<file path="src/hdl/core_defines.svh">
`ifndef CORE_DEFINES_SVH
`define CORE_DEFINES_SVH

// Width of a data word and of an instruction word
`define CORE_XLEN 32

// Architectural register file
`define CORE_NREG 8   // Number of general registers
`define CORE_REGW 3   // Bits of a register index

// The PC counts words, not bytes
`define CORE_PCW 16

// Data RAM inside the memory stage
`define CORE_DMEM_DEPTH 256  // Words of data memory
`define CORE_DMEM_AW 8       // Low result bits that address the data RAM

`endif

</file>
<file path="src/hdl/core_pkg.sv">
`include "core_defines.svh"

package core_pkg;

  // Opcode sits in the top nibble of every instruction word
  typedef enum logic [3:0] {
    opNop  = 4'd0,
    opAdd  = 4'd1,  // rd = rn + rm
    opSub  = 4'd2,  // rd = rn - rm
    opAddi = 4'd3,  // rd = rn + imm
    opMla  = 4'd4,  // rd = rn * rm + ra
    opLdr  = 4'd5,  // rd = mem[rn + imm]
    opStr  = 4'd6,  // mem[rn + imm] = rm
    opBz   = 4'd7   // pc = pc + offset when rn is zero
  } opcodeE;

  // Register format used by every instruction except BZ
  typedef struct packed {
    opcodeE                opcode;
    logic [`CORE_REGW-1:0] rd;
    logic [`CORE_REGW-1:0] rn;
    logic [`CORE_REGW-1:0] rm;
    logic [`CORE_REGW-1:0] ra;
    logic signed [15:0]    imm;
  } dpFormatS;

  // Branch format, rn moves up to make room for a wide word offset
  typedef struct packed {
    opcodeE                opcode;
    logic [`CORE_REGW-1:0] rn;
    logic signed [24:0]    offset;
  } brFormatS;

  typedef union packed {
    dpFormatS dp;
    brFormatS br;
  } instrU;

  typedef struct packed {
    logic                 valid;
    logic [`CORE_PCW-1:0] pc;
    instrU                instr;
  } fetchToDecS;

  typedef struct packed {
    logic                  valid;
    opcodeE                opcode;
    logic [`CORE_REGW-1:0] rd;
    logic [`CORE_REGW-1:0] rn;   // Index behind opA
    logic [`CORE_REGW-1:0] rm;   // Index behind opB
    logic [`CORE_REGW-1:0] ra;   // Index behind opC
    logic [`CORE_XLEN-1:0] opA;
    logic [`CORE_XLEN-1:0] opB;
    logic [`CORE_XLEN-1:0] opC;
    logic [`CORE_XLEN-1:0] imm;  // Sign extended immediate or branch offset
    logic [`CORE_PCW-1:0]  pc;
    logic                  regWrite;
    logic                  memToReg;
    logic                  memWrite;
  } decToExeS;

  typedef struct packed {
    logic                  valid;
    logic [`CORE_REGW-1:0] rd;
    logic [`CORE_XLEN-1:0] result;     // ALU value or data address
    logic [`CORE_XLEN-1:0] storeData;
    logic                  regWrite;
    logic                  memToReg;
    logic                  memWrite;
  } exeToMemS;

  typedef struct packed {
    logic                  valid;
    logic [`CORE_REGW-1:0] rd;
    logic [`CORE_XLEN-1:0] value;
    logic                  regWrite;
  } memToWbS;

  // Source registers of the decoding instruction, bit 0 of useMask is rn, bit 2 is ra
  typedef struct packed {
    logic [`CORE_REGW-1:0] rn;
    logic [`CORE_REGW-1:0] rm;
    logic [`CORE_REGW-1:0] ra;
    logic [2:0]            useMask;
  } decRegsS;

  // Forward select is 2 for memory stage, 1 for writeback, 0 for register file
  typedef struct packed {
    logic [1:0] forwardA;
    logic [1:0] forwardB;
    logic [1:0] forwardC;
    logic       stallF;
    logic       stallD;
    logic       flushD;
    logic       flushE;
  } hazardCtrlS;

endpackage

</file>
<file path="src/hdl/regFile.sv">
`include "core_defines.svh"

module regFile (
  input  logic                  clk,
  input  logic                  arstN,
  input  logic [`CORE_REGW-1:0] rdAddrA,
  input  logic [`CORE_REGW-1:0] rdAddrB,
  input  logic [`CORE_REGW-1:0] rdAddrC,
  output logic [`CORE_XLEN-1:0] rdDataA,
  output logic [`CORE_XLEN-1:0] rdDataB,
  output logic [`CORE_XLEN-1:0] rdDataC,
  input  core_pkg::memToWbS     wb
);

  logic [`CORE_XLEN-1:0] regs [`CORE_NREG];  // Architectural state
  logic                  wbEn;

  assign wbEn = wb.valid && wb.regWrite;

  // Write happens at the edge that closes the writeback cycle
  always_ff @(posedge clk or negedge arstN) begin
    if (!arstN) begin
      for (int i = 0; i < `CORE_NREG; i++) begin
        regs[i] <= '0;
      end
    end else if (wbEn) begin
      regs[wb.rd] <= wb.value;
    end
  end

  // Reads see the value being written this cycle
  assign rdDataA = (wbEn && (wb.rd == rdAddrA)) ? wb.value : regs[rdAddrA];
  assign rdDataB = (wbEn && (wb.rd == rdAddrB)) ? wb.value : regs[rdAddrB];
  assign rdDataC = (wbEn && (wb.rd == rdAddrC)) ? wb.value : regs[rdAddrC];

endmodule
</file>
<file path="config.mk">
export PLATFORM = sky130hd
export DESIGN_NAME = regFile
export DESIGN_NICKNAME = d
export VERILOG_FILES = /design/src/hdl/core_pkg.sv /design/src/hdl/regFile.sv
export VERILOG_INCLUDE_DIRS = /design/src /design/src/hdl
export SDC_FILE = /design/constraint.sdc
export NUM_CORES = 1
export LEC_CHECK = 0
export ABC_AREA = 0
export BUFFER_PORTS_ARGS = -buffer_cell sky130_fd_sc_hd__buf_2
export CAP_MARGIN = 20
export CORE_ASPECT_RATIO = 1.2
export CORE_MARGIN = 4
export CORE_UTILIZATION = 55
export CTS_BUF_LIST = sky130_fd_sc_hd__clkbuf_4 sky130_fd_sc_hd__clkbuf_8
export CTS_CLUSTER_DIAMETER = 150
export CTS_CLUSTER_SIZE = 30
export DETAILED_ROUTE_END_ITERATION = 8
export PLACE_DENSITY_LB_ADDON = 0.08
export REMOVE_ABC_BUFFERS = 1
export SLEW_MARGIN = 5
export SYNTH_ARGS = -nofsm -noshare
export SYNTH_HDL_FRONTEND = slang
export SYNTH_SLANG_ARGS = --single-unit
</file>
<file path="constraint.sdc">
create_clock -name clk -period 1.5 [get_ports clk]
set_clock_uncertainty 0.15 [all_clocks]
set_input_delay 0.075 -clock clk [delete_from_list [all_inputs] [get_ports clk]]
set_output_delay 0.075 -clock clk [all_outputs]
set_load 0.02 [all_outputs]
</file>
==> impl_metrics.ini <==
[run_status]
status = finished with violations
violations = setup timing

[sta]
fin_ws_ps = -928
finalHoldViolCount = 0
relSlewSlack = 0.602
rsz0062_at_grt = yes
fmax_mhz = 412
fin_crit_sh = 1.62
slew_viol_final = 0
timing.final.crit_period_ps = 2430
setup_viol_count_final = 108
worstMarginPinSlew_ps = 596

[routing]
wl_per_cell_microns = 28.3
via_count = 10600
dr.first_iter.drc_count = 773
avgViaCountPerCell = 6.62
routed_wl_microns = 45500
antenna_left = 0
drc = 0
firstDrtPassIters = 5

[critical_path]
rr_startpoint = regs[135]$_DFFE_PN0P_
worstSetupPathType = register to primary output
crit_end = rdDataA[9]
worst-path-max-fanout = 4
r2r_cells = 3
cp-start-kind = register
timing.rr.end = regs[135]$_DFFE_PN0P_
cp-startpoint = regs[73]$_DFFE_PN0P_
r2r_slack_ps = 290
critPathCaptureType = primary output
arrival_ps = 2200
critical_path_required_ps = 1270

[cts]
root_buffer = clkbuf_8
cts_tree = done
cts_buffers = 12
clkLatencyLatePin_ps = 550
cts_buffer_depth = 3
cts.sinks = 256
htree_levels = 1
clk_pin_slew_ps = 190

[hold_path]
hp-class = primary input to register

[grt]
grt_use_total = 0.270
antenna_found_initial = 0
grt_pass1_wl_microns = 71500
grt_max_degree = 58
globalRouteOverflowTotal = 0
grt_pass1_vias = 11400

[layout]
stdcell_area_sq_um = 20200
layout.area.seq_sq_um = 6410
antenna_cells = 0
final_net_count = 1257
top_regs = regs: 256 flops
multi_input_area_sq_um = 10200
fillers = 2226
layout-drive-gt1-share = 0.620
syn_to_final_growth_pct = 17.5
largest_reg_flops = 256
top_register = regs

[pwr]
pwr_density_cell_nw_per_um2 = 1190
max-vdd-ir-drop_mv = 0.927
total_power_w = 0.0240
p_leak_nw = 8.83

[logic_synthesis]
synth_cell_types = 21
synth_top_area_frac = 0.372
syn_area_sq_um = 17200
synth_area_leaders = dfrtp_1, mux2_2, mux4_2
syn_area_per_cell_sq_um = 16.5
ys_seq_area_frac = 0.372
synthCells = 1045
synth_top_area_cell = dfrtp_1
yosys_warnings = 0
synth-seq-cells = 256

[floorplanning]
die_area_sq_um = 34200
die_y_microns = 202
start_util = 0.561
io_pins = 144
die_x_microns = 169
core-area_sq_um = 30700
rows = 70

[run]
cap_violations = 0

[place]
dp_hpwl_microns = 28900
placed_cell_area_sq_um = 18800
globalplace.congestion = 0.775
port_buffers = 143
dp_slack_ps = -548
[stage by stage]
step / utilization / cells / setup TNS, ps / hold WS, ps
CTS: 0.655 / 1597 / -90470 / 107
floorplan: - / 922 / -251250 / -371
detailed placement: 0.613 / 1539 / -78270 / -182
finish: 0.659 / 1605 / -84250 / 134
global route: 0.659 / 1605 / -92060 / 139
global placement: 0.613 / 1539 / -75970 / -183
[layout by cell type (no fill, tap or decap), drive strengths merged]
| cell type | n |
|---|---|
| clkbuf | 13 |
| nand4 | 3 |
| inv | 1 |
| nand3b | 1 |
| buf | 236 |
| mux2 | 448 |
| dlygate4sd3 | 37 |
| nor2 | 6 |
| nand2b | 2 |
| mux4 | 192 |
| and2 | 1 |
| or3 | 2 |
| xnor2 | 9 |
| nand2 | 1 |
| nand3 | 1 |
| dfrtp | 256 |
[final cells by class]
cell class,instances,area share
multi-input cells,666,0.506
clock buffers,13,0.00885
clock inverters,1,0.000805
repair buffers,273,0.143
flip-flops and latches,256,0.317
well taps,396,0.0245
[worst min path at each step]
stage           start                     to  slack, ps  cells past startpoint
6_report       wb[34]  regs[218]$_DFFE_PN0P_        130                      4
5_1_grt        wb[34]  regs[218]$_DFFE_PN0P_        140                      4
4_1_cts        wb[34]  regs[218]$_DFFE_PN0P_        110                      4
3_5_place_dp    arstN  regs[186]$_DFFE_PN0P_       -180                      1
3_3_place_gp    arstN  regs[186]$_DFFE_PN0P_       -180                      1
2_1_floorplan   arstN    regs[0]$_DFFE_PN0P_       -370                      0
[layer usage]
metal  GRT usage  vias up  routed length [microns]
met2       0.443      394                    22500
met5           0        -                        0
met4      0.0391        0                      511
li1            -     4434                        -
met3      0.0399       35                     2760
met1       0.396     5764                    19700
[cell families after synthesis]
kind of cell           share of synthesized area
multiplexers                               0.573
flip-flops                                 0.372
AND/OR/NAND/NOR                          0.00516
XOR/XNOR                                 0.00458
buffers and inverters                     0.0445
[synthesized netlist by cell type]
| master | n |
|---|---|
| and2_1 | 1 |
| xnor2_1 | 9 |
| mux4_2 | 108 |
| nand3_1 | 1 |
| buf_6 | 6 |
| buf_1 | 19 |
| mux2_1 | 147 |
| mux2_2 | 254 |
| or3_1 | 2 |
| nor2_1 | 6 |
| mux4_1 | 84 |
| buf_4 | 6 |
| clkbuf_1 | 47 |
| nand2b_1 | 2 |
| mux2_4 | 47 |
| nand2_1 | 1 |
| dfrtp_1 | 256 |
| buf_12 | 12 |
| nand3b_1 | 1 |
| buf_2 | 33 |
| nand4_1 | 3 |
[repair_timing]
item | 4_1_cts | 5_1_grt
resized for setup | 377 | 18
hold endpoints to repair | 512 | 58
endpoints found under the setup margin | 96 | 163
buffers inserted | 7 | 7
hold buffers | 37 | 1
[report_power, final]
part / internal, W / switching, W / leakage (nW) / total (W)
logic: 0.00697 / 0.00388 / 5.59 / 0.0108
clock network: 0.000824 / 0.00217 / 0.101 / 0.00299
registers: 0.00850 / 0.00163 / 3.14 / 0.0101
[worst max-delay path: stages, from the launching register on]
cell and delay, ps:
dfrtp_1 450, mux4_2 490, mux2_4 280, mux2_4 290, buf_6 140
No activity file was read; power rests on OpenSTA's default activity.
