===== src/hdl/core_defines.svh =====
`ifndef CORE_DEFINES_SVH
`define CORE_DEFINES_SVH

// Width of a data word and of an instruction word
`define CORE_XLEN 32

// Architectural register file
`define CORE_NREG 8   // Number of general registers
`define CORE_REGW 3   // Bits of a register index

// The PC counts words, not bytes
`define CORE_PCW 16

// Data RAM inside the memory stage
`define CORE_DMEM_DEPTH 256  // Words of data memory
`define CORE_DMEM_AW 8       // Low result bits that address the data RAM

`endif


===== src/hdl/core_pkg.sv =====
`include "core_defines.svh"

package core_pkg;

  // Opcode sits in the top nibble of every instruction word
  typedef enum logic [3:0] {
    opNop  = 4'd0,
    opAdd  = 4'd1,  // rd = rn + rm
    opSub  = 4'd2,  // rd = rn - rm
    opAddi = 4'd3,  // rd = rn + imm
    opMla  = 4'd4,  // rd = rn * rm + ra
    opLdr  = 4'd5,  // rd = mem[rn + imm]
    opStr  = 4'd6,  // mem[rn + imm] = rm
    opBz   = 4'd7   // pc = pc + offset when rn is zero
  } opcodeE;

  // Register format used by every instruction except BZ
  typedef struct packed {
    opcodeE                opcode;
    logic [`CORE_REGW-1:0] rd;
    logic [`CORE_REGW-1:0] rn;
    logic [`CORE_REGW-1:0] rm;
    logic [`CORE_REGW-1:0] ra;
    logic signed [15:0]    imm;
  } dpFormatS;

  // Branch format, rn moves up to make room for a wide word offset
  typedef struct packed {
    opcodeE                opcode;
    logic [`CORE_REGW-1:0] rn;
    logic signed [24:0]    offset;
  } brFormatS;

  typedef union packed {
    dpFormatS dp;
    brFormatS br;
  } instrU;

  typedef struct packed {
    logic                 valid;
    logic [`CORE_PCW-1:0] pc;
    instrU                instr;
  } fetchToDecS;

  typedef struct packed {
    logic                  valid;
    opcodeE                opcode;
    logic [`CORE_REGW-1:0] rd;
    logic [`CORE_REGW-1:0] rn;   // Index behind opA
    logic [`CORE_REGW-1:0] rm;   // Index behind opB
    logic [`CORE_REGW-1:0] ra;   // Index behind opC
    logic [`CORE_XLEN-1:0] opA;
    logic [`CORE_XLEN-1:0] opB;
    logic [`CORE_XLEN-1:0] opC;
    logic [`CORE_XLEN-1:0] imm;  // Sign extended immediate or branch offset
    logic [`CORE_PCW-1:0]  pc;
    logic                  regWrite;
    logic                  memToReg;
    logic                  memWrite;
  } decToExeS;

  typedef struct packed {
    logic                  valid;
    logic [`CORE_REGW-1:0] rd;
    logic [`CORE_XLEN-1:0] result;     // ALU value or data address
    logic [`CORE_XLEN-1:0] storeData;
    logic                  regWrite;
    logic                  memToReg;
    logic                  memWrite;
  } exeToMemS;

  typedef struct packed {
    logic                  valid;
    logic [`CORE_REGW-1:0] rd;
    logic [`CORE_XLEN-1:0] value;
    logic                  regWrite;
  } memToWbS;

  // Source registers of the decoding instruction, bit 0 of useMask is rn, bit 2 is ra
  typedef struct packed {
    logic [`CORE_REGW-1:0] rn;
    logic [`CORE_REGW-1:0] rm;
    logic [`CORE_REGW-1:0] ra;
    logic [2:0]            useMask;
  } decRegsS;

  // Forward select is 2 for memory stage, 1 for writeback, 0 for register file
  typedef struct packed {
    logic [1:0] forwardA;
    logic [1:0] forwardB;
    logic [1:0] forwardC;
    logic       stallF;
    logic       stallD;
    logic       flushD;
    logic       flushE;
  } hazardCtrlS;

endpackage


===== src/hdl/fetchStage.sv =====
`include "core_defines.svh"

module fetchStage (
  input  logic                 clk,
  input  logic                 arstN,
  input  core_pkg::hazardCtrlS hz,
  input  logic                 branchTaken,
  input  logic [`CORE_PCW-1:0] branchTarget,
  input  core_pkg::instrU      instrF,
  output logic [`CORE_PCW-1:0] pcF,
  output core_pkg::fetchToDecS toDec
);

  // Program counter, a redirect from execute beats a load-use stall
  always_ff @(posedge clk or negedge arstN) begin
    if (!arstN) begin
      pcF <= '0;
    end else if (branchTaken) begin
      pcF <= branchTarget;  // Jump lands on the next edge
    end else if (!hz.stallF) begin
      pcF <= pcF + 1'b1;    // One word per cycle
    end
  end

  // Fetch to decode register
  always_ff @(posedge clk or negedge arstN) begin
    if (!arstN) begin
      toDec <= '0;
    end else if (hz.flushD) begin
      toDec <= '0;  // Word fetched behind a taken branch is dropped
    end else if (!hz.stallD) begin
      toDec.valid <= 1'b1;
      toDec.pc    <= pcF;
      toDec.instr <= instrF;  // Instruction memory answers in the same cycle
    end
    // With stallD high the decoding word stays in place
  end

endmodule


===== config.mk =====
export PLATFORM = sky130hd
export DESIGN_NAME = fetchStage
export DESIGN_NICKNAME = d
export VERILOG_FILES = /design/src/hdl/core_pkg.sv /design/src/hdl/fetchStage.sv
export VERILOG_INCLUDE_DIRS = /design/src /design/src/hdl
export SDC_FILE = /design/constraint.sdc
export NUM_CORES = 1
export LEC_CHECK = 0
export ABC_AREA = 0
export BUFFER_PORTS_ARGS = -buffer_cell sky130_fd_sc_hd__buf_2
export CAP_MARGIN = 20
export CORE_ASPECT_RATIO = 1.2
export CORE_MARGIN = 5
export CORE_UTILIZATION = 49
export CTS_BUF_LIST = sky130_fd_sc_hd__clkbuf_8
export CTS_CLUSTER_DIAMETER = 120
export DETAILED_ROUTE_END_ITERATION = 6
export PLACE_DENSITY = 0.82
export SLEW_MARGIN = 0
export SYNTH_ARGS = -nofsm -noshare
export SYNTH_HDL_FRONTEND = slang
export SYNTH_SLANG_ARGS = --single-unit

===== constraint.sdc =====
create_clock -name clk -period 2.2 [get_ports clk]
set_clock_uncertainty 0.2 [all_clocks]
set_input_delay 0.22 -clock clk [delete_from_list [all_inputs] [get_ports clk]]
set_output_delay 0.22 -clock clk [all_outputs]
set_load 0.005 [all_outputs]

==> run_results.csv <==
group,metric,value,unit
power,leakage,2.22,nW
worst_setup_path,crit_arrival,1.88,ns
floorplanning,ios,126,
placement,dpl_cell_area,3500,µm²
synth,syn_avg_cell_area,11.3,µm²
synth,netlist_area,2860,µm²
global_route,grt_pass1_vias,2515,
cts,clk_path_buf_depth,2,
global_route,antenna_found_initial,0,
worst_setup_path,r2r_end,"pcF[15]",
floorplanning,fp.dieArea,7470,µm²
sta,setup_viol,0,
sta,finalHoldViolCount,0,
route,met2_length,3.88,mm
worst_hold_path,hp-class,"in2reg",
finish,final_common_cell,"buf_2",
floorplanning,die_y,93.7,µm
finish,synthToLayoutAreaGrowth,46.8,%
placement,portBuffers,118,
floorplanning,die_x,79.7,µm
global_route,grt_use_total,21.0,%
synth,ys_seq_area_share,56.9,%
power,total_power,0.00287,W
sta,tns,0,ns
finish,antennaDiodeCount,0,
worst_hold_path,min_path_cells,3,
route,dr_wl_met3,466,µm
worst_setup_path,cp-end-kind,"flop",
power,power_density,684,nW/µm²
synth,synth_cell_types,26,
worst_setup_path,cp_slowest_cell,"dfrtp_1",
floorplanning,core-area,5670,µm²
route,wire_per_inst,15.4,µm
route,final_antenna_net_count,0,
synth,ys_warn_count,0,
placement,place_hpwl,4.64,mm
synth,ys_ff_latch,65,
sta,finalWorstSetupSlack,0.330,ns
sta,period_share,85.0,%
worst_setup_path,r2r_cells,4,
finish,layout.nets,480,
route,vias,2493,
sta,min_period,1.87,ns
finish,drive_gt1_share,32.7,%
route,routed.top_layer,"met4",
route,firstDrtPassIters,4,
worst_setup_path,critPathRequiredTime,2.21,ns
cts,cts_tree,"done",
power,ir_drop,701,µV
route,avgViaCountPerCell,4.97,
cts,cts_resized,0,
worst_setup_path,crit_chain,"and4b_1 > nand3_4 > o31a_1 > o31a_1",
worst_setup_path,reg2reg_slack,0.33,ns
worst_setup_path,cp_common_cell,"o31a_1",
worst_setup_path,critPathTopFamily,"compound AO/OA/AOI/OAI gates",
cts,clk_latency,0.32,ns
cts,clock-sinks,65,
worst_hold_path,hp-start,"branchTarget[15]",
cts,htreeDepth,3,
global_route,grt_max_degree,50,
finish,most-common-layout-cells,"buf_2 (118), dfrtp_1 (65), mux2i_1 (49), nor2_1 (49), dlygate4sd3_1 (48)",
route,drtIter0Drc,79,
cts,cts_buffers,9,
placement,gp_congestion,0.774,
status,outcome,"completed",
worst_setup_path,path_class,"reg2reg",
global_route,grt_overflow,0,
floorplanning,rows,30,
global_route,grt_pass1_wl,12.1,mm
worst_setup_path,cpPeakStageDelay,0.46,ns
sta,tightest_slew,0.882,ns
placement,place_ws,0.376,ns
route,drc,0,
route,wirelength,7.72,mm
cts,clockRootBuffer,"clkbuf_8",
finish,fin_util,74.0,%
sta,maxSlewHeadroom,41.2,%
worst_setup_path,cp_max_fo,7,
sta,rsz0062_at_grt,"false",
worst_hold_path,min_to,"pcF[15]",
floorplanning,start_util,50.4,%
route,wl_met1,3.21,mm
synth,postSynthCellCount,254,
cts,post_cts_buffers,0,
sta,clock.fmax,0.535,GHz
cts,clk_pin_slew,0.07,ns
run,max_cap_viol_count,0,
worst_setup_path,reg2reg_from,"pcF[2]",
worst_setup_path,critPathBufInv,0,
finish,stdcell_area,4200,µm²
worst_setup_path,start_kind,"flop",
sta,slew_violations,0,
synth,syn_nets,316,
==> state kept, by name, indices dropped and copies added, names as in the netlist <==
signal	count
pcF	16
toDec	49
==> cells in the mapped netlist <==
cell      count  area share [%]
a21oi_1       1            0.17
and3_1        1            0.22
and3b_1       1            0.31
and4_4        1            0.39
and4b_1       1            0.35
buf_2         5            0.88
buf_6         2            0.79
clkbuf_1      9             1.2
dfrtp_1      65              57
ha_1          1            0.44
inv_1         2            0.26
mux2i_1      49              17
nand2_1      17             2.2
nand2b_1      2            0.44
nand3_1       3            0.53
nand3_4       1            0.61
nand4_1       5             1.1
nand4b_1      2            0.61
nor2_1       49             6.4
nor2b_1       1            0.22
nor4_1        3            0.66
o21ai_1      14             2.5
o31a_1        4             1.2
or3_1         2            0.44
xnor2_1       4             1.2
xor2_1        9             2.8
==> power breakdown <==
group	leakage, nW	switching [W]	internal, W
Combinational	1.27	0.000209	0.000241
Clock	0.112	0.000422	0.000640
Sequential	0.843	0.0000809	0.00128
==> worst register-to-register path, cell delays in order (launching register included) <==
cell	delay [ns]
dfrtp_1	0.46
and4b_1	0.42
nand3_4	0.12
o31a_1	0.29
o31a_1	0.27
==> metal layers <==
layer / vias to the layer above / GRT usage, %
met3: 13 / 3.93
met5: - / 0
li1: 1196 / -
met2: 84 / 35.4
met1: 1200 / 25.9
met4: 0 / 9.89
==> logic make-up after synthesis <==
family	after synthesis	share of synthesized area [%]
and+or+nand+nor	89	14.5
buffers and inverters	18	3.11
xor gates and xnor gates	13	3.98
adders and majority gates	1	0.438
DFF	65	56.9
AOI/OAI and AO/OA	19	3.85
muxes	49	17.2
==> layout make-up <==
class,instances,area [µm²]
Clock inverter,2,35.0
Tap cell,80,100
Fill cell,383,1470
Inverter,2,7.51
Clock buffer,13,179
Sequential cell,65,1630
Multi-Input combinational cell,171,1140
Timing Repair Buffer,169,1110
==> repair_timing <==
action                                  in CTS  in global routing
endpoints found under the setup margin       0                  0
hold buffers                                48                  0
endpoints found under the hold margin       70                  0
==> worst max path at each step <==
| stage | start | endpoint | slack (ns) | cells after the start |
|---|---|---|---|---|
| 6_report | pcF[2] | pcF[15] | 0.33 | 4 |
| 4_1_cts | pcF[2] | pcF[15] | 0.36 | 4 |
| 2_1_floorplan | pcF[2] | pcF[15] | 0.51 | 5 |
| 5_1_grt | pcF[2] | pcF[15] | 0.26 | 4 |
| 3_5_place_dp | pcF[2] | pcF[15] | 0.38 | 4 |
| 3_3_place_gp | pcF[2] | pcF[15] | 0.40 | 4 |
==> stage by stage <==
stage	std cells	hold slack (ns)
floorplan	254	-0.276
global placement	439	0.0324
detailed placement	439	0.0404
CTS	502	0.0129
global route	502	0.0331
finish	502	0.0278
(Power assumes the default switching activity.)
