==> src/hdl/core_defines.svh <==
`ifndef CORE_DEFINES_SVH
`define CORE_DEFINES_SVH

// Width of a data word and of an instruction word
`define CORE_XLEN 32

// Architectural register file
`define CORE_NREG 8   // Number of general registers
`define CORE_REGW 3   // Bits of a register index

// The PC counts words, not bytes
`define CORE_PCW 16

// Data RAM inside the memory stage
`define CORE_DMEM_DEPTH 256  // Words of data memory
`define CORE_DMEM_AW 8       // Low result bits that address the data RAM

`endif

==> src/hdl/core_pkg.sv <==
`include "core_defines.svh"

package core_pkg;

  // Opcode sits in the top nibble of every instruction word
  typedef enum logic [3:0] {
    opNop  = 4'd0,
    opAdd  = 4'd1,  // rd = rn + rm
    opSub  = 4'd2,  // rd = rn - rm
    opAddi = 4'd3,  // rd = rn + imm
    opMla  = 4'd4,  // rd = rn * rm + ra
    opLdr  = 4'd5,  // rd = mem[rn + imm]
    opStr  = 4'd6,  // mem[rn + imm] = rm
    opBz   = 4'd7   // pc = pc + offset when rn is zero
  } opcodeE;

  // Register format used by every instruction except BZ
  typedef struct packed {
    opcodeE                opcode;
    logic [`CORE_REGW-1:0] rd;
    logic [`CORE_REGW-1:0] rn;
    logic [`CORE_REGW-1:0] rm;
    logic [`CORE_REGW-1:0] ra;
    logic signed [15:0]    imm;
  } dpFormatS;

  // Branch format, rn moves up to make room for a wide word offset
  typedef struct packed {
    opcodeE                opcode;
    logic [`CORE_REGW-1:0] rn;
    logic signed [24:0]    offset;
  } brFormatS;

  typedef union packed {
    dpFormatS dp;
    brFormatS br;
  } instrU;

  typedef struct packed {
    logic                 valid;
    logic [`CORE_PCW-1:0] pc;
    instrU                instr;
  } fetchToDecS;

  typedef struct packed {
    logic                  valid;
    opcodeE                opcode;
    logic [`CORE_REGW-1:0] rd;
    logic [`CORE_REGW-1:0] rn;   // Index behind opA
    logic [`CORE_REGW-1:0] rm;   // Index behind opB
    logic [`CORE_REGW-1:0] ra;   // Index behind opC
    logic [`CORE_XLEN-1:0] opA;
    logic [`CORE_XLEN-1:0] opB;
    logic [`CORE_XLEN-1:0] opC;
    logic [`CORE_XLEN-1:0] imm;  // Sign extended immediate or branch offset
    logic [`CORE_PCW-1:0]  pc;
    logic                  regWrite;
    logic                  memToReg;
    logic                  memWrite;
  } decToExeS;

  typedef struct packed {
    logic                  valid;
    logic [`CORE_REGW-1:0] rd;
    logic [`CORE_XLEN-1:0] result;     // ALU value or data address
    logic [`CORE_XLEN-1:0] storeData;
    logic                  regWrite;
    logic                  memToReg;
    logic                  memWrite;
  } exeToMemS;

  typedef struct packed {
    logic                  valid;
    logic [`CORE_REGW-1:0] rd;
    logic [`CORE_XLEN-1:0] value;
    logic                  regWrite;
  } memToWbS;

  // Source registers of the decoding instruction, bit 0 of useMask is rn, bit 2 is ra
  typedef struct packed {
    logic [`CORE_REGW-1:0] rn;
    logic [`CORE_REGW-1:0] rm;
    logic [`CORE_REGW-1:0] ra;
    logic [2:0]            useMask;
  } decRegsS;

  // Forward select is 2 for memory stage, 1 for writeback, 0 for register file
  typedef struct packed {
    logic [1:0] forwardA;
    logic [1:0] forwardB;
    logic [1:0] forwardC;
    logic       stallF;
    logic       stallD;
    logic       flushD;
    logic       flushE;
  } hazardCtrlS;

endpackage

==> src/hdl/hazardUnit.sv <==
`include "core_defines.svh"

module hazardUnit (
  input  core_pkg::decRegsS    decRegs,
  input  core_pkg::decToExeS   exeInfo,
  input  logic                 branchTaken,
  input  core_pkg::exeToMemS   memInfo,
  input  core_pkg::memToWbS    wbInfo,
  output core_pkg::hazardCtrlS hz
);

  logic [`CORE_REGW-1:0] exeSrc [3];  // rn, rm and ra of the executing instruction
  logic [2:0]            matchM;      // Source matches the memory stage destination
  logic [2:0]            matchW;      // Source matches the writeback destination
  logic [1:0]            fwdSel [3];
  logic [2:0]            matchD;      // Decode source matches the execute destination
  logic                  ldrStall;

  assign exeSrc[0] = exeInfo.rn;
  assign exeSrc[1] = exeInfo.rm;
  assign exeSrc[2] = exeInfo.ra;

  // The younger producer in memory wins over writeback
  always_comb begin
    for (int i = 0; i < 3; i++) begin
      matchM[i] = memInfo.valid && memInfo.regWrite && (memInfo.rd == exeSrc[i]);
      matchW[i] = wbInfo.valid && wbInfo.regWrite && (wbInfo.rd == exeSrc[i]);
      if (matchM[i]) begin
        fwdSel[i] = 2'd2;
      end else if (matchW[i]) begin
        fwdSel[i] = 2'd1;
      end else begin
        fwdSel[i] = 2'd0;
      end
    end
  end

  assign hz.forwardA = fwdSel[0];
  assign hz.forwardB = fwdSel[1];
  assign hz.forwardC = fwdSel[2];

  // Only registers the decoding instruction reads can cause a stall
  assign matchD = decRegs.useMask & {(decRegs.ra == exeInfo.rd),
                                     (decRegs.rm == exeInfo.rd),
                                     (decRegs.rn == exeInfo.rd)};

  // Loaded data exists only after the memory stage, so the consumer waits one cycle
  assign ldrStall = exeInfo.valid && exeInfo.memToReg && (|matchD);

  assign hz.stallF = ldrStall;
  assign hz.stallD = ldrStall;
  assign hz.flushE = ldrStall | branchTaken;  // Bubble into execute
  assign hz.flushD = branchTaken;             // Drop the word behind the branch

endmodule

==> config.mk <==
export PLATFORM = sky130hd
export DESIGN_NAME = hazardUnit
export DESIGN_NICKNAME = d
export VERILOG_FILES = /design/src/hdl/core_pkg.sv /design/src/hdl/hazardUnit.sv
export VERILOG_INCLUDE_DIRS = /design/src /design/src/hdl
export SDC_FILE = /design/constraint.sdc
export NUM_CORES = 1
export LEC_CHECK = 0
export ABC_AREA = 1
export CORE_AREA = 3 3 112 114
export DETAILED_ROUTE_END_ITERATION = 12
export DIE_AREA = 0 0 115 117
export DONT_BUFFER_PORTS = 1
export GPL_TIMING_DRIVEN = 1
export SYNTH_ARGS = -nofsm -noshare
export SYNTH_HDL_FRONTEND = slang
export SYNTH_SLANG_ARGS = --single-unit
==> constraint.sdc <==
create_clock -name vclk -period 0.97
set_clock_uncertainty 0.05 [all_clocks]
set_input_delay 0.1455 -clock vclk [all_inputs]
set_output_delay 0.1455 -clock vclk [all_outputs]
set_load 0.005 [all_outputs]
==> flow_summary.yaml, run 1 <==
yosys:
  yosys_warnings: 0
  syn_avg_cell_area_um2: 4.95
  synth_seq_area_share: 0
  yosysUniqueCellTypes: 14
  syn_inst: 100
  syn-num-nets: 385
  syn_area_um2: 495
route:
  ant_nets: 0
  drt_wl_total_um: 1200
  drt-initial-drc-count: 17
  wire_per_inst_um: 4.99
  first_pass_iters: 3
  vias_per_cell: 2.32
  via_count: 556
  drcViolationCount: 0
setup_path:
  cp_max_fo: 2
  required_ns: 0.77
  path_buf_inv: 1
  crit_start: "memInfo[70]"
  crit_type: "in2out"
  worst_ep_arrival_time_ns: 0.70
  cpPeakStageDelay_ns: 0.23
  crit_chain: "nand2_1 -> inv_1 -> o21ai_0 -> nor3_2 -> nor2_1"
  end_kind: "output pin"
  cpLargestDelayFamily: "simple AND/OR/NAND/NOR gates"
  cp_slowest_cell: "nor3_2"
  critPathLaunchType: "input port"
global_route:
  grt_first_pass_wirelength_um: 1830
  grt_overflow: 0
  grtUsageTotal: 0.0152
  grt_pass1_vias: 550
  grt_max_degree: 7
  antenna_found_initial: 0
sta:
  setup_viol: 0
  fin_ws_ns: 0.0763
  tightest_slew_ns: 0.213
  fin_crit_sh: 0.921
  rsz0062_at_grt: "no"
  period_needed_ns: 0.894
  hold_viol_final: 0
  finalMaxSlewViolations: 0
  fmax_mhz: 1120
  fin_setup_tns_ns: 0
  slew_headroom: 0.856
floorplanning:
  die-width_um: 115
  ioPinCount: 295
  start_util: 0.0430
  rows: 39
  die_h_um: 117
  core_region_area_mm2: 0.0115
  dieArea_mm2: 0.0135
worst_hold_path:
  hold_path.class: "in2out"
  min-delay-start: "branchTaken"
  holdPathEnd: "hz[1]"
  whs_path_depth: 0
run_status:
  status: "complete, no violations"
placed_design:
  hpwl_um: 1130
  numPortBuffers: 0
  gp_congestion: 0.643
  pre_cts_ws_ns: 0.0381
cells_and_area:
  nets: 384
  clkbuf_count: 0
  num_antenna_cells: 0
  ff_latch_area_um2: 0
  seq_cell_count: 0
  syn_to_final_growth_pct: 31.6
  final_util: 0.0566
  drive_above_1_share: 0.0928
power_and_ir_drop:
  p_leak_nw: 0.297
  vdd_ir_drop_max_uv: 78.8
  p_per_area_mw_per_mm2: 234
clock_tree:
  cts_setup_buffers: 0
flow_run:
  maxCapViolations: 0
routing by layer:
layer	track usage	up-vias	part of all wire
li1	-	291	-
met1	0.0130	218	0.37
met2	0.0355	47	0.43
met3	0.00411	0	0.20
met4	0	0	0
met5	0	-	0
synth_stat cells:
| library cell | number | share of area |
|---|---|---|
| nor2_2 | 2 | 0.025 |
| nand2_1 | 37 | 0.28 |
| a21oi_1 | 3 | 0.030 |
| buf_4 | 3 | 0.045 |
| o211ai_1 | 2 | 0.030 |
| nand3_1 | 1 | 0.010 |
| nor2_1 | 10 | 0.076 |
| nor3_2 | 3 | 0.061 |
| xor2_1 | 3 | 0.053 |
| xnor2_1 | 8 | 0.14 |
| inv_2 | 3 | 0.023 |
| inv_1 | 20 | 0.15 |
| o21ai_0 | 2 | 0.020 |
| o2111ai_1 | 3 | 0.053 |
worst max-delay path by stage:
stage,endpoint,slack (ns),depth (start not counted)
4_1_cts,hz[6],0.04,5
3_3_place_gp,hz[6],0.04,5
3_5_place_dp,hz[6],0.04,5
2_1_floorplan,hz[2],0.10,9
5_1_grt,hz[6],0.002,5
6_report,hz[8],0.08,5
where the power goes:
part	internal (W)	leakage, nW	total, W	switching, W
sequential	0	0	0	0
clock	0	0	0	0
combinational	0.0000733	0.297	0.000153	0.0000792
total	0.0000733	0.297	0.000153	0.0000792
cell type report:
| class | instances | area [µm²] |
|---|---|---|
| tap | 143 | 179 |
| inverter | 23 | 86.3 |
| fill | 1387 | 10900 |
| multi-input combinational | 74 | 387 |
timing repair:
item / 4_1_cts / 5_1_grt
hold buffers: 0 / 0
setup endpoints to repair: 0 / 4
gates resized for setup: 0 / 1
cell usage in the layout, fill, tap and decap left out, types with 3 or more instances in the layout:
master,n
nor3_2,3
a21oi_1,3
nor2_1,10
inv_2,4
inv_1,19
xor2_1,3
o2111ai_1,3
xnor2_1,8
nand2_1,37
metrics by stage:
step / cells / total power (W) / area, µm² / hold WS [ns]
CTS: 240 / 0.000154 / 652 / 0.241
detailed placement: 240 / 0.000153 / 652 / 0.241
global route: 240 / 0.000181 / 652 / 0.241
finish: 240 / 0.000153 / 652 / 0.241
floorplan: 100 / 0.000145 / 495 / 0.320
global placement: 240 / 0.000149 / 652 / 0.241
cells by family after synthesis:
family                    synth area share
AOI/OAI and AO/OA                    0.134
xor gates and xnor gates             0.194
and+or+nand+nor                      0.452
buffers and inverters                0.220
(Power assumes the default switching activity.)
==> run 2, diff against run 1 <==
==> constraint.sdc (replaced) <==
create_clock -name vclk -period 0.97
set_clock_uncertainty 0.05 [all_clocks]
set_input_delay 0.097 -clock vclk [all_inputs]
set_output_delay 0.097 -clock vclk [all_outputs]
set_load 0.005 [all_outputs]
==> run 2 against run 1 <==
Against the previous run:
- setup slack improved by 0.069 ns
- fmax rose by 8.4%
- total power fell by 0.37%
- combinational power barely moved
- highest routed layer unchanged
==> flow_summary.yaml, run 2 (synthesis results as in run 1) <==
run_status:
  status: "complete, no violations"
clock_tree:
  postCtsHoldBufs: 0
  cts_setup_buffers: 0
  cts_resized: 0
setup_path:
  end_kind: "output pin"
  cp_slowest_cell: "nor3_2"
  crit_type: "in2out"
  required_ns: 0.82
  cp_max_fo: 2
  cpPeakStageDelay_ns: 0.25
  critPathLaunchType: "input port"
  crit_chain: "nand2_1 -> inv_1 -> o21ai_0 -> nor3_2 -> nor2_1"
  worst_ep_arrival_time_ns: 0.68
sta:
  fmax_mhz: 1210
  fin_setup_tns_ns: 0
  tightest_slew_ns: 0.218
  fin_crit_sh: 0.850
  rsz0062_at_grt: "no"
  slew_headroom: 0.854
  hold_viol_final: 0
  setup_viol: 0
  finalMaxSlewViolations: 0
  period_needed_ns: 0.825
route:
  via_count: 555
  ant_nets: 0
  drcViolationCount: 0
  drt_wl_total_um: 1200
  drt-initial-drc-count: 17
  first_pass_iters: 3
  wire_per_inst_um: 4.99
  vias_per_cell: 2.31
global_route:
  grt_max_degree: 7
  grt_pass1_vias: 550
  grt_first_pass_wirelength_um: 1830
  grt_overflow: 0
  grtUsageTotal: 0.0152
  antenna_found_initial: 0
cells_and_area:
  fill_cells: 1387
  final_common_cell: "nand2_1"
  num_antenna_cells: 0
  syn_to_final_growth_pct: 31.6
  final_cell_mix: "nand2_1 (37), inv_1 (20), nor2_1 (10)"
  final_util: 0.0566
  drive_above_1_share: 0.0825
  clkbuf_count: 0
  nets: 384
  ff_latch_area_um2: 0
  seq_cell_count: 0
placed_design:
  gp_congestion: 0.643
  numPortBuffers: 0
  hpwl_um: 1130
floorplanning:
  dieArea_mm2: 0.0135
  rows: 39
  core_region_area_mm2: 0.0115
  ioPinCount: 295
  die-width_um: 115
  start_util: 0.0430
  die_h_um: 117
power_and_ir_drop:
  vdd_ir_drop_max_uv: 78.6
  p_leak_nw: 0.300
  p_per_area_mw_per_mm2: 233
worst_hold_path:
  holdPathEnd: "hz[1]"
  whs_path_depth: 0
  min-delay-start: "branchTaken"
  hold_path.class: "in2out"
flow_run:
  maxCapViolations: 0
[run 2: power breakdown]
part,switching (W),leakage (nW),internal [W]
clock,0,0,0
sequential,0,0,0
combinational,0.0000788,0.300,0.0000732
total,0.0000788,0.300,0.0000732
[run 2: how the worst max path moves through the flow]
stage                 from    end
2_1_floorplan  decRegs[10]  hz[2]
3_3_place_gp   memInfo[70]  hz[6]
3_5_place_dp   memInfo[70]  hz[6]
4_1_cts        memInfo[70]  hz[6]
5_1_grt        memInfo[70]  hz[6]
6_report       memInfo[70]  hz[6]
[run 2: critical path: cells and delay by family]
kind / cells / cell delay [ns]
AO/OA/AOI/OAI: 1 / 0.10
buffers and inverters: 1 / 0.07
AND/OR/NAND/NOR: 3 / 0.41
[run 2: metrics by stage]
step,worst slack [ns],cell area [µm²],instances,power [W],hold WS [ns]
floorplan,0.199,495,100,0.000145,0.223
CTS,0.134,652,240,0.000154,0.144
global placement,0.138,652,240,0.000149,0.144
finish,0.145,652,240,0.000152,0.144
global route,0.0355,652,240,0.000180,0.144
detailed placement,0.135,652,240,0.000153,0.144
[run 2: layout make-up]
class | instances | area [µm²] | area share
Inverter | 23 | 86.3 | 0.132
Multi-Input combinational cell | 74 | 387 | 0.593
Tap cell | 143 | 179 | 0.274
[run 2: layer usage]
layer	global-route usage	share of wire	wire length (µm)	vias to the layer above
met5	0	0	0	-
met3	0.00411	0.20	241	0
met1	0.0130	0.37	438	216
li1	-	-	-	291
met2	0.0355	0.43	517	48
met4	0	0	0	0
