## src/hdl/core_defines.svh

```systemverilog
`ifndef CORE_DEFINES_SVH
`define CORE_DEFINES_SVH

// Width of a data word and of an instruction word
`define CORE_XLEN 32

// Architectural register file
`define CORE_NREG 8   // Number of general registers
`define CORE_REGW 3   // Bits of a register index

// The PC counts words, not bytes
`define CORE_PCW 16

// Data RAM inside the memory stage
`define CORE_DMEM_DEPTH 256  // Words of data memory
`define CORE_DMEM_AW 8       // Low result bits that address the data RAM

`endif

```

## src/hdl/core_pkg.sv

```systemverilog
`include "core_defines.svh"

package core_pkg;

  // Opcode sits in the top nibble of every instruction word
  typedef enum logic [3:0] {
    opNop  = 4'd0,
    opAdd  = 4'd1,  // rd = rn + rm
    opSub  = 4'd2,  // rd = rn - rm
    opAddi = 4'd3,  // rd = rn + imm
    opMla  = 4'd4,  // rd = rn * rm + ra
    opLdr  = 4'd5,  // rd = mem[rn + imm]
    opStr  = 4'd6,  // mem[rn + imm] = rm
    opBz   = 4'd7   // pc = pc + offset when rn is zero
  } opcodeE;

  // Register format used by every instruction except BZ
  typedef struct packed {
    opcodeE                opcode;
    logic [`CORE_REGW-1:0] rd;
    logic [`CORE_REGW-1:0] rn;
    logic [`CORE_REGW-1:0] rm;
    logic [`CORE_REGW-1:0] ra;
    logic signed [15:0]    imm;
  } dpFormatS;

  // Branch format, rn moves up to make room for a wide word offset
  typedef struct packed {
    opcodeE                opcode;
    logic [`CORE_REGW-1:0] rn;
    logic signed [24:0]    offset;
  } brFormatS;

  typedef union packed {
    dpFormatS dp;
    brFormatS br;
  } instrU;

  typedef struct packed {
    logic                 valid;
    logic [`CORE_PCW-1:0] pc;
    instrU                instr;
  } fetchToDecS;

  typedef struct packed {
    logic                  valid;
    opcodeE                opcode;
    logic [`CORE_REGW-1:0] rd;
    logic [`CORE_REGW-1:0] rn;   // Index behind opA
    logic [`CORE_REGW-1:0] rm;   // Index behind opB
    logic [`CORE_REGW-1:0] ra;   // Index behind opC
    logic [`CORE_XLEN-1:0] opA;
    logic [`CORE_XLEN-1:0] opB;
    logic [`CORE_XLEN-1:0] opC;
    logic [`CORE_XLEN-1:0] imm;  // Sign extended immediate or branch offset
    logic [`CORE_PCW-1:0]  pc;
    logic                  regWrite;
    logic                  memToReg;
    logic                  memWrite;
  } decToExeS;

  typedef struct packed {
    logic                  valid;
    logic [`CORE_REGW-1:0] rd;
    logic [`CORE_XLEN-1:0] result;     // ALU value or data address
    logic [`CORE_XLEN-1:0] storeData;
    logic                  regWrite;
    logic                  memToReg;
    logic                  memWrite;
  } exeToMemS;

  typedef struct packed {
    logic                  valid;
    logic [`CORE_REGW-1:0] rd;
    logic [`CORE_XLEN-1:0] value;
    logic                  regWrite;
  } memToWbS;

  // Source registers of the decoding instruction, bit 0 of useMask is rn, bit 2 is ra
  typedef struct packed {
    logic [`CORE_REGW-1:0] rn;
    logic [`CORE_REGW-1:0] rm;
    logic [`CORE_REGW-1:0] ra;
    logic [2:0]            useMask;
  } decRegsS;

  // Forward select is 2 for memory stage, 1 for writeback, 0 for register file
  typedef struct packed {
    logic [1:0] forwardA;
    logic [1:0] forwardB;
    logic [1:0] forwardC;
    logic       stallF;
    logic       stallD;
    logic       flushD;
    logic       flushE;
  } hazardCtrlS;

endpackage

```

## src/hdl/executeStage.sv

```systemverilog
`include "core_defines.svh"

module executeStage (
  input  logic                 clk,
  input  logic                 arstN,
  input  core_pkg::hazardCtrlS hz,
  input  core_pkg::decToExeS   fromDec,
  input  core_pkg::exeToMemS   memFwd,
  input  core_pkg::memToWbS    wbFwd,
  output logic                 branchTaken,
  output logic [`CORE_PCW-1:0] branchTarget,
  output core_pkg::exeToMemS   toMem
);

  logic [`CORE_XLEN-1:0] opA;
  logic [`CORE_XLEN-1:0] opB;
  logic [`CORE_XLEN-1:0] opC;
  logic [`CORE_XLEN-1:0] result;

  // Operand source picked by the hazard unit
  function automatic logic [`CORE_XLEN-1:0] fwdMux(
    input logic [1:0]            sel,
    input logic [`CORE_XLEN-1:0] regVal,
    input logic [`CORE_XLEN-1:0] memVal,
    input logic [`CORE_XLEN-1:0] wbVal
  );
    case (sel)
      2'd2:    return memVal;  // Result one instruction ahead
      2'd1:    return wbVal;   // Result two instructions ahead
      default: return regVal;  // Value read in decode
    endcase
  endfunction

  assign opA = fwdMux(hz.forwardA, fromDec.opA, memFwd.result, wbFwd.value);
  assign opB = fwdMux(hz.forwardB, fromDec.opB, memFwd.result, wbFwd.value);
  assign opC = fwdMux(hz.forwardC, fromDec.opC, memFwd.result, wbFwd.value);

  always_comb begin
    case (fromDec.opcode)
      core_pkg::opAdd:                  result = opA + opB;
      core_pkg::opSub:                  result = opA - opB;
      core_pkg::opMla:                  result = opA * opB + opC;  // Low word of the product
      core_pkg::opAddi, core_pkg::opLdr,
      core_pkg::opStr:                  result = opA + fromDec.imm;  // Also the data address
      default:                          result = '0;
    endcase
  end

  // BZ resolves here against the forwarded rn, offset counts words from the BZ itself
  assign branchTaken  = fromDec.valid && (fromDec.opcode == core_pkg::opBz) && (opA == '0);
  assign branchTarget = fromDec.pc + fromDec.imm[`CORE_PCW-1:0];

  // Execute to memory register
  always_ff @(posedge clk or negedge arstN) begin
    if (!arstN) begin
      toMem <= '0;
    end else begin
      toMem.valid     <= fromDec.valid;
      toMem.rd        <= fromDec.rd;
      toMem.result    <= result;
      toMem.storeData <= opB;  // rm after forwarding
      toMem.regWrite  <= fromDec.regWrite;
      toMem.memToReg  <= fromDec.memToReg;
      toMem.memWrite  <= fromDec.memWrite;
    end
  end

endmodule

```

## config.mk

```make
export PLATFORM = sky130hd
export DESIGN_NAME = executeStage
export DESIGN_NICKNAME = d
export VERILOG_FILES = /design/src/hdl/core_pkg.sv /design/src/hdl/executeStage.sv
export VERILOG_INCLUDE_DIRS = /design/src /design/src/hdl
export SDC_FILE = /design/constraint.sdc
export NUM_CORES = 2
export LEC_CHECK = 0
export ABC_CLOCK_PERIOD_IN_PS = 4400
export BUFFER_PORTS_ARGS = -buffer_cell sky130_fd_sc_hd__buf_2
export CAP_MARGIN = 20
export CORE_ASPECT_RATIO = 0.9
export CORE_UTILIZATION = 60
export DETAILED_ROUTE_END_ITERATION = 8
export GPL_ROUTABILITY_DRIVEN = 0
export PLACE_DENSITY = 0.84
export SYNTH_ARGS = -nofsm -noshare
export SYNTH_HDL_FRONTEND = slang
export SYNTH_SLANG_ARGS = --single-unit
```

## constraint.sdc

```tcl
create_clock -name clk -period 4.4 [get_ports clk]
set_clock_uncertainty 0.15 [all_clocks]
set_input_delay 0.44 -clock clk [delete_from_list [all_inputs] [get_ports clk]]
set_output_delay 0.44 -clock clk [all_outputs]
set_load 0.02 [all_outputs]
```

==> impl_metrics.json, run 1 <==
{
  "ios": 372,
  "grt_max_degree": 72,
  "htreeDepth": 3,
  "io_buffer_count": 314,
  "yosys_most_used_dff": "dfrtp_1",
  "overflow": 17,
  "grt-worst-endpoint": "toMem[66]$_DFF_PN0_/D",
  "synth_cell_types": 74,
  "start_util_pct": 61.2,
  "synth_area_mm2": 0.0235,
  "synth_cells": 2879,
  "post_dp_cell_area_mm2": 0.0299,
  "die_y_um": 190,
  "dp_hpwl_mm": 91.2,
  "ys_async_sr_fraction_pct": 100,
  "cts_made_buffers": 9,
  "synth_area_per_cell_um2": 8.17,
  "yosys_register_bits": 71,
  "rows": 68,
  "dp_cells": 4120,
  "root_buffer": "clkbuf_16",
  "die_w_um": 211,
  "grt_use_total_pct": 76.0,
  "failed_stage": "global routing (5_1_grt)",
  "status": "did not finish",
  "endpoint_type": "register input",
  "cts_buffer_depth": 2,
  "synth_seq_area_share_pct": 7.55,
  "synth_edf_count": 0,
  "error": "[ERROR GRT-0232] Routing congestion too high. Check the congestion heatmap in the GUI.",
  "ys_warn_count": 0,
  "postSynthNetCount": 3780,
  "cts.sinks": 71
}
## metal layers
layer | GRT usage [%] | overflow
met5 | 46.6 | 0
met4 | 72.1 | 6
met3 | 67.3 | 1
met2 | 89.4 | 9
met1 | 74.5 | 1
## per-stage QoR
stage          TNS, ps  setup slack (ps)  utilization (%)  hold WS (ps)
4_1_cts         -71880             -3610             80.3         0.774
3_5_place_dp    -87880             -4360             77.7           400
3_3_place_gp    -80490             -3890             77.7           398
2_1_floorplan   -72210             -3720                -         -5.59
## cell usage after synthesis, types with 37 or more instances
cell type	count	area (µm²)
inv_1	545	2050
nor2_1	389	1460
xor2_1	39	342
ha_1	177	2210
fa_1	440	8810
a21oi_1	86	430
dfrtp_1	71	1780
nor3_1	37	185
o21ai_0	67	335
nand2_1	327	1230
a22oi_1	87	653
o21a_1	54	405
xnor2_1	94	823
clkbuf_1	113	424
## timing repair
action | in CTS
hold buffers | 2
endpoints found under the setup margin | 28
cloned | 2
gates resized for setup | 128
endpoints found under the hold margin | 2
pin swaps | 59
buffers inserted | 28
## kinds of logic after synthesis
group / Yosys count / synth area share [%]
mux: 2 / 0.0851
flops: 71 / 7.55
fa+ha+maj: 617 / 46.9
buf+inv: 723 / 11.8
compound gates: 450 / 12.8
xor+xnor: 134 / 5.05
simple gates: 882 / 15.9
==> run 2, diff against run 1 <==
--- a/config.mk
+++ b/config.mk
@@ -9,11 +9,10 @@
 export ABC_CLOCK_PERIOD_IN_PS = 4400
 export BUFFER_PORTS_ARGS = -buffer_cell sky130_fd_sc_hd__buf_2
 export CAP_MARGIN = 20
-export CORE_ASPECT_RATIO = 0.9
-export CORE_UTILIZATION = 60
+export CORE_UTILIZATION = 40
 export DETAILED_ROUTE_END_ITERATION = 8
 export GPL_ROUTABILITY_DRIVEN = 0
-export PLACE_DENSITY = 0.84
+export PLACE_DENSITY_LB_ADDON = 0.15
 export SYNTH_ARGS = -nofsm -noshare
 export SYNTH_HDL_FRONTEND = slang
 export SYNTH_SLANG_ARGS = --single-unit
==> run 2 against run 1 <==
  * Synthesized cell count unchanged
  * The flow now finishes, with violations (setup timing)
  * Synthesized area unchanged
==> impl_metrics.json, run 2 <==
{
  "final_common_cell": "buf_4",
  "drt-wirelength-per-cell_um": 24.2,
  "worst_setup_path_end_kind": "register",
  "rsz0062_at_grt": "yes",
  "num_vias": 24949,
  "drive_above_1_share_pct": 34.5,
  "finalHoldViolCount": 0,
  "critPathMaxStageDelay_ps": 670,
  "synth_xor_area_share_pct": 5.05,
  "crit_buf_inv": 9,
  "synth_top_family_by_area": "adder cells",
  "start_util_pct": 40.6,
  "ys_warn_count": 0,
  "drtAntennaViolNets": 0,
  "synth_area_mm2": 0.0235,
  "firstDrtPassIters": 6,
  "synthAdderAreaFrac_pct": 46.9,
  "synth_cells": 2879,
  "critPathArrivalTime_ps": 7820,
  "root_buffer": "clkbuf_16",
  "cts_made_buffers": 9,
  "top_register": "toMem",
  "synth_area_per_cell_um2": 8.17,
  "grt_antenna_before_repair": 2,
  "synth_common_cells": "inv_1 (545), fa_1 (440), nor2_1 (389)",
  "fin_crit_sh_pct": 175,
  "overflow": 0,
  "grt_pass1_wl_mm": 161,
  "max_freq_mhz": 130,
  "layout_setup_ws_ps": -3310,
  "place_ws_ps": -4180,
  "ios": 372,
  "synth_cell_types": 74,
  "synth.most_common_cell": "inv_1",
  "htreeDepth": 3,
  "viasPerCell": 5.51,
  "crit_family": "adder cells",
  "die_w_um": 244,
  "die_y_um": 244,
  "layout_common_cells": "buf_4 (601), inv_1 (502), fa_1 (422), nor2_1 (367), nand2_1 (317)",
  "drv_cap": 0,
  "synth_seq_area_share_pct": 7.55,
  "final_core_util_pct": 57.4,
  "first_iter_violations": 2496,
  "synthToLayoutAreaGrowth_pct": 41.4,
  "largest_register_ffs": 71,
  "cts.sinks": 71,
  "fin_crit_ps": 7710,
  "num_antenna_cells": 0,
  "synth_top_area_share_pct": 37.5,
  "cts_buffer_depth": 2,
  "drv_slew": 0,
  "cts_tree": "built",
  "final-setup-viol-count": 28,
  "io_buffer_count": 314,
  "dp_hpwl_mm": 91.7,
  "crit_path_start_kind": "input port",
  "worst_path_max_delay_cell": "fa_1",
  "synth_edf_count": 0,
  "ys_async_sr_fraction_pct": 100,
  "hold_ws_ps": 24.1,
  "nets": 4658,
  "violations": "setup timing",
  "required_ps": 4510,
  "grt_use_total_pct": 36.8,
  "tns_ps": -68740,
  "path_max_fanout": 6,
  "synth_compound_area_share_pct": 12.8,
  "grt_pass1_vias": 25917,
  "postSynthNetCount": 3780,
  "synthTopCellsByArea": "fa_1 (37%), ha_1 (9.4%), inv_1 (8.7%)",
  "cp_common_cell": "fa_1",
  "hold_path_class": "in2reg",
  "drc": 0,
  "drt-total-wl_mm": 110,
  "crit_type": "in2reg",
  "path_clk_slew_ps": 90,
  "die_area_mm2": 0.0598,
  "yosys_register_bits": 71,
  "reg.largest.list": "toMem x71",
  "yosysTopAreaCell": "fa_1",
  "status": "complete, but fails checks",
  "worst_slew_pin_slew_ps": 1150,
  "core_area_mm2": 0.0579,
  "synthMuxAreaShare_pct": 0.0851,
  "rows": 88,
  "yosys.area_share.simple_pct": 15.9,
  "grt_max_degree": 43,
  "relSlewSlack_pct": 22.7,
  "yosys_most_used_dff": "dfrtp_1"
}
run 2: cell type report:
cell class / count / area, µm²
multi-input cells: 2085 / 20300
fillers: 5231 / 24700
clock inverters: 6 / 92.6
repair buffers: 1018 / 7710
clock buffers: 10 / 229
inverters: 572 / 2190
well taps: 765 / 957
flip-flops and latches: 71 / 1780
run 2: repair_timing:
| action | in CTS | in global routing |
|---|---|---|
| buffers inserted | 50 | 29 |
| endpoints found under the setup margin | 28 | 28 |
| hold endpoints to repair | 36 | 0 |
| gates resized for setup | 209 | 130 |
| gates cloned | 1 | 3 |
| pin swaps | 85 | 73 |
| hold buffers | 7 | 0 |
run 2: worst paths after layout:
path                              start             endpoint  cells past startpoint
worst max-delay path              hz[8]  toMem[66]$_DFF_PN0_                     31
worst min-delay path       fromDec[163]  toMem[70]$_DFF_PN0_                      1
max in group asynchronous         arstN   toMem[4]$_DFF_PN0_                      3
min in group asynchronous         arstN  toMem[47]$_DFF_PN0_                      2
run 2: routing by layer:
layer	track usage (%)	vias to the layer above	wire, µm
met5	0	-	73
met4	20.3	6	7500
met3	11.6	396	13400
met2	55.1	1638	46100
met1	47.2	12165	42600
li1	-	10744	-
run 2: cell families (layout without fill, tap and decap cells):
kind of cell | Yosys count | after routing
AND/OR/NAND/NOR | 882 | 882
multiplexers | 2 | 2
AO/OA/AOI/OAI | 450 | 450
adder cells (fa/ha/maj) | 617 | 617
XOR/XNOR | 134 | 134
flip-flops | 71 | 71
buffers and inverters | 723 | 1606
run 2: through the flow:
stage | instance area (µm²) | instances
2_1_floorplan | 24000 | 2879
3_3_place_gp | 30800 | 4423
3_5_place_dp | 30800 | 4423
4_1_cts | 32500 | 4497
5_1_grt | 33200 | 4527
6_report | 33200 | 4527
Power of run 2 is not shown: default switching activity piles up to over one toggle a cycle in this logic, so the estimate is an artifact.
